[src/reservoir_pkg.sv]
package reservoir_pkg;

    // Datapath widths.
    localparam int DATA_WIDTH   = 32;
    localparam int SAMPLE_WIDTH = 12; // DAC code, ADC sample and node width.

    localparam int VIRTUAL_NODES = 10;

    // SPI framing, shared by DAC and ADC.
    localparam int SPI_FRAME_BITS = 16;
    localparam int SCLK_DIV       = 2; // System clocks per SCLK half period.

    localparam int SCLK_CNT_W = (SCLK_DIV > 1) ? $clog2(SCLK_DIV) : 1;
    localparam int BIT_CNT_W  = $clog2(SPI_FRAME_BITS);

    // Last count of each counter.
    localparam logic [SCLK_CNT_W-1:0] SCLK_LAST = SCLK_CNT_W'(SCLK_DIV - 1);
    localparam logic [BIT_CNT_W-1:0]  BIT_LAST  = BIT_CNT_W'(SPI_FRAME_BITS - 1);

    // Write input register, hold output until LDAC.
    localparam logic [3:0] DAC_CMD = 4'b0011;

    // Step sequencing of the reservoir core.
    typedef enum logic [1:0] {
        ST_UPDATE,
        ST_WRITE_DAC,
        ST_READ_ADC
    } step_state_t;

endpackage
[src/reservoir_asic.sv]
`timescale 1ns/1ps

module reservoir_asic (
    input  logic                                 clk,
    input  logic                                 rst,
    input  logic                                 en,
    input  logic [reservoir_pkg::DATA_WIDTH-1:0] din,
    input  logic                                 adc_dout,
    output logic [reservoir_pkg::DATA_WIDTH-1:0] dout,
    output logic                                 reservoir_valid,
    output logic                                 dac_cs_n,
    output logic                                 dac_ldac_n,
    output logic                                 dac_din,
    output logic                                 dac_sclk,
    output logic                                 adc_cs_n,
    output logic                                 adc_sclk
);
    import reservoir_pkg::*;

    logic                    dac_start;
    logic [SAMPLE_WIDTH-1:0] dac_code;
    logic                    dac_done;
    logic                    adc_start;
    logic                    sample_valid;
    logic [SAMPLE_WIDTH-1:0] sample;

    reservoir_core u_core (
        .clk             (clk),
        .rst             (rst),
        .en              (en),
        .din             (din),
        .dac_done        (dac_done),
        .sample_valid    (sample_valid),
        .sample          (sample),
        .dout            (dout),
        .reservoir_valid (reservoir_valid),
        .dac_start       (dac_start),
        .dac_code        (dac_code),
        .adc_start       (adc_start)
    );

    // Drives the node nonlinearity input.
    dac_spi_writer u_dac (
        .clk    (clk),
        .rst    (rst),
        .start  (dac_start),
        .code   (dac_code),
        .cs_n   (dac_cs_n),
        .ldac_n (dac_ldac_n),
        .sclk   (dac_sclk),
        .sdo    (dac_din),
        .done   (dac_done)
    );

    adc_spi_reader u_adc (
        .clk          (clk),
        .rst          (rst),
        .start        (adc_start),
        .sdi          (adc_dout),
        .cs_n         (adc_cs_n),
        .sclk         (adc_sclk),
        .sample       (sample),
        .sample_valid (sample_valid)
    );

endmodule

[src/reservoir_core.sv]
`timescale 1ns/1ps

module reservoir_core (
    input  logic                                   clk,
    input  logic                                   rst,
    input  logic                                   en,
    input  logic [reservoir_pkg::DATA_WIDTH-1:0]   din,
    input  logic                                   dac_done,
    input  logic                                   sample_valid,
    input  logic [reservoir_pkg::SAMPLE_WIDTH-1:0] sample,
    output logic [reservoir_pkg::DATA_WIDTH-1:0]   dout,
    output logic                                   reservoir_valid,
    output logic                                   dac_start,
    output logic [reservoir_pkg::SAMPLE_WIDTH-1:0] dac_code,
    output logic                                   adc_start
);
    import reservoir_pkg::*;

    step_state_t             state;
    logic [DATA_WIDTH-1:0]   sum;
    logic                    step_go;
    logic                    ring_shift;

    // Virtual node chain, node 0 takes the newest sample.
    logic [SAMPLE_WIDTH-1:0] ring [VIRTUAL_NODES];

    assign reservoir_valid = (state == ST_UPDATE);
    assign step_go         = reservoir_valid && en;
    assign ring_shift      = (state == ST_READ_ADC) && sample_valid;

    // Last node feeds back through the top bits of dout.
    assign dout = {ring[VIRTUAL_NODES-1], {(DATA_WIDTH - SAMPLE_WIDTH){1'b0}}};
    assign sum  = din + dout;

    always_ff @(posedge clk or posedge rst) begin
        if (rst) begin
            state     <= ST_UPDATE;
            dac_start <= 1'b0;
            adc_start <= 1'b0;
        end else begin
            dac_start <= 1'b0;
            adc_start <= 1'b0;
            case (state)
                ST_UPDATE: begin
                    if (en) begin
                        state     <= ST_WRITE_DAC;
                        dac_start <= 1'b1;
                    end
                end
                ST_WRITE_DAC: begin
                    if (dac_done) begin
                        state     <= ST_READ_ADC;
                        adc_start <= 1'b1;
                    end
                end
                ST_READ_ADC: begin
                    if (sample_valid) begin
                        state <= ST_UPDATE; // Step settled.
                    end
                end
                default: begin
                    state <= ST_UPDATE;
                end
            endcase
        end
    end

    // Held for the whole step so din may move.
    always_ff @(posedge clk) begin
        if (step_go) begin
            dac_code <= sum[DATA_WIDTH-1 -: SAMPLE_WIDTH];
        end
    end

    always_ff @(posedge clk or posedge rst) begin
        if (rst) begin
            for (int i = 0; i < VIRTUAL_NODES; i++) begin
                ring[i] <= '0;
            end
        end else if (ring_shift) begin
            ring[0] <= sample;
            for (int i = 1; i < VIRTUAL_NODES; i++) begin
                ring[i] <= ring[i-1];
            end
        end
    end

endmodule

[src/dac_spi_writer.sv]
`timescale 1ns/1ps

module dac_spi_writer (
    input  logic                                   clk,
    input  logic                                   rst,
    input  logic                                   start,
    input  logic [reservoir_pkg::SAMPLE_WIDTH-1:0] code,
    output logic                                   cs_n,
    output logic                                   ldac_n,
    output logic                                   sclk,
    output logic                                   sdo,
    output logic                                   done
);
    import reservoir_pkg::*;

    logic                      shifting;
    logic                      loading;
    logic                      idle;
    logic [SCLK_CNT_W-1:0]     div_cnt;
    logic [BIT_CNT_W-1:0]      bit_cnt;
    logic [SPI_FRAME_BITS-1:0] shift_reg; // MSB mirrors sdo.
    logic                      launch;
    logic                      next_bit;

    assign idle   = !shifting && !loading;
    assign launch = idle && start;

    // Falling SCLK that moves on to another bit.
    assign next_bit = shifting && sclk && (div_cnt == SCLK_LAST) && (bit_cnt != BIT_LAST);

    always_ff @(posedge clk or posedge rst) begin
        if (rst) begin
            cs_n     <= 1'b1;
            ldac_n   <= 1'b1;
            sclk     <= 1'b0;
            sdo      <= 1'b0;
            done     <= 1'b0;
            shifting <= 1'b0;
            loading  <= 1'b0;
            div_cnt  <= '0;
            bit_cnt  <= '0;
        end else begin
            done <= 1'b0;
            if (launch) begin
                cs_n     <= 1'b0;
                shifting <= 1'b1;
                sdo      <= DAC_CMD[3];
                div_cnt  <= '0;
                bit_cnt  <= '0;
            end else if (shifting) begin
                if (div_cnt != SCLK_LAST) begin
                    div_cnt <= div_cnt + 1'b1;
                end else begin
                    div_cnt <= '0;
                    if (!sclk) begin
                        sclk <= 1'b1; // DAC samples here.
                    end else begin
                        sclk <= 1'b0;
                        if (bit_cnt == BIT_LAST) begin
                            cs_n     <= 1'b1;
                            sdo      <= 1'b0;
                            shifting <= 1'b0;
                            loading  <= 1'b1;
                        end else begin
                            bit_cnt <= bit_cnt + 1'b1;
                            sdo     <= shift_reg[SPI_FRAME_BITS-2];
                        end
                    end
                end
            end else if (loading) begin
                // One idle cycle with CS high, then LDAC low.
                if (ldac_n) begin
                    ldac_n  <= 1'b0;
                    div_cnt <= '0;
                end else if (div_cnt == SCLK_LAST) begin
                    ldac_n  <= 1'b1;
                    loading <= 1'b0;
                    done    <= 1'b1;
                end else begin
                    div_cnt <= div_cnt + 1'b1;
                end
            end
        end
    end

    always_ff @(posedge clk) begin
        if (launch) begin
            shift_reg <= {DAC_CMD, code};
        end else if (next_bit) begin
            shift_reg <= {shift_reg[SPI_FRAME_BITS-2:0], 1'b0};
        end
    end

endmodule

[src/adc_spi_reader.sv]
`timescale 1ns/1ps

module adc_spi_reader (
    input  logic                                 clk,
    input  logic                                 rst,
    input  logic                                 start,
    input  logic                                 sdi,
    output logic                                 cs_n,
    output logic                                 sclk,
    output logic [reservoir_pkg::SAMPLE_WIDTH-1:0] sample,
    output logic                                 sample_valid
);
    import reservoir_pkg::*;

    logic                    active;
    logic [SCLK_CNT_W-1:0]   div_cnt;
    logic [BIT_CNT_W-1:0]    bit_cnt;
    logic [SAMPLE_WIDTH-1:0] capture; // Leading zeros fall off the top.
    logic                    rise_edge;

    // High on the cycle that drives SCLK high.
    assign rise_edge = active && !sclk && (div_cnt == SCLK_LAST);

    always_ff @(posedge clk or posedge rst) begin
        if (rst) begin
            cs_n         <= 1'b1;
            sclk         <= 1'b0;
            active       <= 1'b0;
            div_cnt      <= '0;
            bit_cnt      <= '0;
            sample_valid <= 1'b0;
        end else begin
            sample_valid <= 1'b0;
            if (!active) begin
                if (start) begin
                    cs_n    <= 1'b0;
                    active  <= 1'b1;
                    div_cnt <= '0;
                    bit_cnt <= '0;
                end
            end else if (div_cnt != SCLK_LAST) begin
                div_cnt <= div_cnt + 1'b1;
            end else begin
                div_cnt <= '0;
                if (!sclk) begin
                    sclk <= 1'b1; // Sample point.
                end else begin
                    sclk <= 1'b0;
                    if (bit_cnt == BIT_LAST) begin
                        // Frame complete.
                        cs_n         <= 1'b1;
                        active       <= 1'b0;
                        sample_valid <= 1'b1;
                    end else begin
                        bit_cnt <= bit_cnt + 1'b1;
                    end
                end
            end
        end
    end

    always_ff @(posedge clk) begin
        if (rise_edge) begin
            capture <= {capture[SAMPLE_WIDTH-2:0], sdi};
        end
    end

    assign sample = capture;

endmodule

[config.mk]
export PLATFORM = sky130hd
export DESIGN_NAME = reservoir_asic
export DESIGN_NICKNAME = d
export VERILOG_FILES = /design/src/reservoir_pkg.sv /design/src/reservoir_asic.sv /design/src/reservoir_core.sv /design/src/dac_spi_writer.sv /design/src/adc_spi_reader.sv
export SDC_FILE = /design/constraint.sdc
export NUM_CORES = 1
export LEC_CHECK = 0
export ABC_AREA = 0
export BUFFER_PORTS_ARGS = -buffer_cell sky130_fd_sc_hd__buf_2
export CAP_MARGIN = 20
export CORE_MARGIN = 8
export CORE_UTILIZATION = 25
export CTS_CLUSTER_DIAMETER = 200
export DETAILED_ROUTE_END_ITERATION = 8
export PLACE_DENSITY_LB_ADDON = 0.2
export SYNTH_ARGS = -nofsm -noshare
export SYNTH_HDL_FRONTEND = slang
export SYNTH_HIERARCHICAL = 1
export SYNTH_SLANG_ARGS = --single-unit
[constraint.sdc]
create_clock -name clk -period 13.5 [get_ports clk]
set_clock_uncertainty 0.2 [all_clocks]
set_input_delay 3.375 -clock clk [delete_from_list [all_inputs] [get_ports clk]]
set_output_delay 3.375 -clock clk [all_outputs]
set_load 0.02 [all_outputs]
==> results of run 1 <==
==> cell usage in the layout, fill, tap and decap left out, types with 5 or more instances in the layout <==
cell / count
nor2_1: 14
nand2_2: 9
xnor2_1: 10
buf_2: 34
conb_1: 20
mux2_2: 121
dfrtp_1: 142
clkbuf_16: 17
ha_1: 13
edfxtp_1: 36
nand3_1: 13
inv_1: 11
nand2_1: 37
o21ai_0: 5
a21oi_1: 11
==> cell families after synthesis <==
family,Yosys count,synth area share
other,1,0.000489
muxes,124,0.181
adders and majority gates,14,0.0238
xor gates and xnor gates,12,0.0137
and+or+nand+nor,102,0.0688
AOI/OAI and AO/OA,41,0.0365
buffers and inverters,65,0.0532
DFF,184,0.622
==> path summary, 6_finish.rpt <==
path                                                  start                      endpoint  slack [ns]  cells past startpoint
worst max-delay path                                din[20]  u_core/dac_code[8]$_DFFE_PP_        8.34                      9
worst min-delay path             u_adc/sample[10]$_DFFE_PP_    u_adc/sample[11]$_DFFE_PP_        0.25                      0
worst max register to register  u_core/state[0]$_DFFE_PP0P_   u_core/dout[23]$_DFFE_PP0P_       10.86                      4
worst min register to register   u_adc/sample[10]$_DFFE_PP_    u_adc/sample[11]$_DFFE_PP_        0.25                      0
max in group asynchronous                               rst  u_core/ring[113]$_DFFE_PP0P_        8.85                      3
min in group asynchronous                               rst  u_adc/bit_cnt[3]$_DFFE_PP0P_        2.76                      2
==> cell type report <==
class	count	area (um2)	area share
flip-flops and latches	184	4770	0.552
multi-input cells	313	2560	0.297
well taps	396	495	0.0573
clock buffers	20	437	0.0505
repair buffers	38	200	0.0232
clock inverters	12	129	0.0149
inverters	12	47.5	0.00550
==> metrics by stage <==
step	hold WS, ns	power [W]	instance area, um2	setup slack, ns
after floorplan	0.222	0.000705	7740	6.63
after global placement	0.237	0.000719	8080	7.92
after detailed placement	0.237	0.000726	8080	7.89
after CTS	0.250	0.00122	8650	8.35
after global routing	0.260	0.00125	8650	8.29
final	0.248	0.00119	8650	8.34
==> per-layer routing <==
metal | part of all wire | GRT usage | vias up
met3 | 0.051 | 0.0213 | 15
met2 | 0.46 | 0.110 | 74
li1 | - | - | 1901
met4 | 0.018 | 0.0329 | 0
met1 | 0.47 | 0.0888 | 2033
met5 | 0 | 0 | -
==> power breakdown <==
group | internal, W | total (W) | leakage [nW] | switching (W)
clock network | 0.000272 | 0.000478 | 0.263 | 0.000206
registers | 0.000601 | 0.000626 | 2.35 | 0.0000249
logic | 0.0000324 | 0.0000890 | 1.51 | 0.0000565
total | 0.000905 | 0.00119 | 4.13 | 0.000288
==> critical path, stage by stage <==
cell     delay [ns]
buf_2          0.12
ha_1           0.25
inv_1          0.09
fa_1           0.26
nor2b_4        0.06
o31a_1         0.27
or2_1          0.24
a221o_1        0.34
xor2_1         0.14
==> out/qor.yml, run 1 <==
run_status:
  outcome: "finished, final reports clean"
final_layout:
  fin_cells: 975
  fill_cells: 3106
  drive_gt1_frac: 0.358
  diodes: 0
  area_growth_pct: 12.7
  fin_util: 0.284
  largest_reg_flops: 108
  nets: 616
critical_path:
  crit_required_ns: 13.47
  worst-setup-path-type: "in -> reg"
  cp-start-kind: "input pin"
  crit_path_end_kind: "flip-flop"
  crit_path_max_fanout: 3
  arrival_ns: 5.13
logic_synthesis:
  synthTopCellsByArea: "dfrtp_1 46%, mux2_2 18%, edfxtp_1 14%, buf_4 3.2%, ha_1 2.1%"
  netlist.area_leader.share: 0.463
  synth_largest_area_cell: "dfrtp_1"
  synth_cell_types: 55
  ys_warn_count: 6
  synth-seq-cells: 184
  netlist_area_mm2: 0.00767
  synth_edf_count: 36
  avgSynthCellArea_um2: 14.1
  synthTopCellsByCount: "142 x dfrtp_1, 121 x mux2_2, 37 x nand2_1"
  netlist_instances: 543
  ys_async_sr_fraction: 0.788
  ys_seq_area_frac: 0.622
  synthFlopType: "dfrtp_1"
  yosys.cell_count.top_type: "dfrtp_1"
clocking:
  cts_buffers: 17
  clkLatencyLatePin_ns: 0.42
  cts.sinks: 184
  post_cts_resized: 0
  cts_tree: "yes"
  ctsHoldBuffers: 0
  clockBufferDepth: 2
  post_cts_buffers: 0
  root_buffer: "clkbuf_16"
  cts_max_level: 4
  clkTransAtPathRegs_ns: 0.06
min_path:
  hold_path.class: "reg -> reg"
power_and_ir_drop:
  p_leak_nw: 4.13
  power_density_mw_per_mm2: 138
  peakVddDrop_mv: 0.0805
placed_design:
  routabilityCongestion: 0.706
  port_buffers: 34
  dp_hpwl_um: 8180
  numPlacedInstances: 943
global_route:
  grt_pass1_wl_um: 21000
  antenna_found_initial: 0
  grt_usage: 0.0707
  grt_pass1_vias: 4135
  grt_overflow_total: 0
  grt_max_degree: 72
drt:
  wire_per_inst_um: 12.7
  drtPass1Iterations: 4
  ant_nets: 0
  vias_per_cell: 4.13
  drc_errors: 0
  drt-initial-drc-count: 114
  via_count: 4023
  routed_wl_um: 12400
die:
  die_width_um: 191
  core_area_mm2: 0.0304
  boundaryPins: 75
  die_area_mm2: 0.0366
  initial_core_util: 0.252
  fp.dieH_um: 191
  rows: 64
run:
  max_cap_violations: 0
sta:
  min_period_ns: 5.16
  setup_tns_ns: 0
  worst_slew_pin_slew_ns: 0.900
  setup_violations: 0
  min_period_over_period: 0.382
  fmax_mhz: 194
  rsz0062_at_grt: "no"
  slew_violations: 0
  finalHoldViolCount: 0
  max-slew-margin-rel: 0.400
Power figures use the tool's default switching activity.
==> run 2, diff against run 1 <==
- clock period: 13.5 -> 4.55 ns (I/O delays scaled with it)
==> out/qor.yml, run 2 (synthesis results as in run 1) <==
critical_path:
  r2r_setup_slack_ns: 2.02
  crit_required_ns: 4.52
  regToRegStartpoint: "u_core/dout[20]$_DFFE_PP0P_"
  worst-setup-path-type: "in -> reg"
  cp-start-kind: "input pin"
  crit_path_max_fanout: 3
  crit_family: "compound AO/OA/AOI/OAI gates"
  crit_path_end_kind: "flip-flop"
  arrival_ns: 2.85
  cp_num_buf_inv: 2
  reg2reg_depth: 8
  worstReg2RegEnd: "u_core/dac_code[8]$_DFFE_PP_"
  cp_cell_sequence: "buf_2 > ha_1 > inv_1 > fa_1 > nor2b_4 > o31a_1 > or2_1 > a221o_1 > xor2_1"
  cpPeakStageDelay_ns: 0.33
  crit_slowest_cell: "a221o_1"
final_layout:
  layout_common_cells: "142 x dfrtp_1, 121 x mux2_2, 37 x nand2_1, 36 x edfxtp_1, 34 x buf_2"
  nets: 618
  area_growth_pct: 13.4
  final_common_cell: "dfrtp_1"
  diodes: 0
  drive_gt1_frac: 0.367
  largest_reg_flops: 108
  multi_input_area_mm2: 0.00256
  fin_cells: 977
  seq_area_mm2: 0.00477
  fill_cells: 3103
sta:
  layout_setup_ws_ns: 1.67
  fmax_mhz: 347
  worst_slew_pin_slew_ns: 0.935
  slew_violations: 0
  max-slew-margin-rel: 0.374
  rsz0062_at_grt: "no"
  finalHoldViolCount: 0
  min_period_ns: 2.88
  setup_violations: 0
  min_period_over_period: 0.633
  setup_tns_ns: 0
placed_design:
  dp_hpwl_um: 8310
  routabilityCongestion: 0.708
  port_buffers: 34
  dpl_worst_slack_ns: 1.21
  numPlacedInstances: 944
die:
  boundaryPins: 75
  rows: 64
  fp.dieH_um: 191
  die_area_mm2: 0.0366
  initial_core_util: 0.252
  core_area_mm2: 0.0304
  die_width_um: 191
clocking:
  clkLatencyLatePin_ns: 0.42
  cts_max_level: 4
  root_buffer: "clkbuf_16"
  cts_buffers: 17
  ctsHoldBuffers: 0
  clkTransAtPathRegs_ns: 0.07
  post_cts_resized: 0
  cts_tree: "yes"
  cts.sinks: 184
  post_cts_buffers: 0
  clockBufferDepth: 2
power_and_ir_drop:
  p_sw_w: 0.000872
  power_switching_share: 0.248
  seqPwrFrac: 0.527
  peakVddDrop_mv: 0.238
  p_clk_frac: 0.396
  p_leak_nw: 4.15
  power_density_mw_per_mm2: 404
  intPower_w: 0.00264
  combPwrFrac: 0.077
global_route:
  grt_pass1_wl_um: 21100
  antenna_found_initial: 1
  grt_overflow_total: 0
  grt_pass1_vias: 4226
  grt_max_degree: 104
  grt_usage: 0.0715
drt:
  drt-initial-drc-count: 196
  wire_per_inst_um: 12.7
  via_count: 4049
  ant_nets: 0
  vias_per_cell: 4.14
  routed_wl_um: 12400
  drtPass1Iterations: 4
  drc_errors: 0
run_status:
  outcome: "finished, final reports clean"
min_path:
  min_to: "u_adc/sample[1]$_DFFE_PP_"
  whs_path_depth: 0
  hp-start: "u_adc/sample[0]$_DFFE_PP_"
  hold_path.class: "reg -> reg"
run:
  max_cap_violations: 0
[run 2: changes by cell type in the layout (fill, tap and decap cells not counted), moves of 2 or more]
cell      change
buf_12        +4
buf_4         -2
clkbuf_1      -2
clkinv_1      -2
clkinv_2      +3
clkinv_4      -2
inv_6         +4
[run 2: worst max-delay path by stage]
| stage | startpoint | end | cells after the start |
|---|---|---|---|
| 2_1_floorplan | din[20] | u_core/dac_code[8]$_DFFE_PP_ | 8 |
| 5_1_grt | din[20] | u_core/dac_code[8]$_DFFE_PP_ | 9 |
| 3_5_place_dp | din[20] | u_core/dac_code[8]$_DFFE_PP_ | 9 |
| 4_1_cts | din[20] | u_core/dac_code[8]$_DFFE_PP_ | 9 |
| 6_report | din[20] | u_core/dac_code[8]$_DFFE_PP_ | 9 |
| 3_3_place_gp | din[20] | u_core/dac_code[8]$_DFFE_PP_ | 9 |
[run 2: routing by layer]
layer | part of all wire | global-route usage
met4 | 0.014 | 0.0281
met2 | 0.48 | 0.114
met3 | 0.045 | 0.0255
met5 | 0 | 0
met1 | 0.46 | 0.0874
[run 2: power by group through the flow]
stage | registers [W] | logic, W | clock network, W
3_3_place_gp | 0.00188 | 0.000262 | 0
4_1_cts | 0.00185 | 0.000272 | 0.00145
3_5_place_dp | 0.00188 | 0.000271 | 0
5_1_grt | 0.00186 | 0.000308 | 0.00151
6_report | 0.00185 | 0.000270 | 0.00139
2_1_floorplan | 0.00188 | 0.000216 | 0
[run 2: layout make-up]
type	instances	share of cell area
flip-flops and latches	184	0.549
multi-input cells	313	0.295
well taps	396	0.0570
clock buffers	18	0.0493
repair buffers	40	0.0305
clock inverters	14	0.0142
inverters	12	0.00561
[run 2: per-stage QoR]
stage           util  instance area (um2)  hold WS [ns]  total power, W
2_1_floorplan      -                 7750         0.222         0.00209
3_3_place_gp   0.267                 8130         0.236         0.00214
3_5_place_dp   0.267                 8130         0.238         0.00216
4_1_cts        0.285                 8680         0.256         0.00357
5_1_grt        0.286                 8700         0.262         0.00368
6_report       0.286                 8700         0.251         0.00351
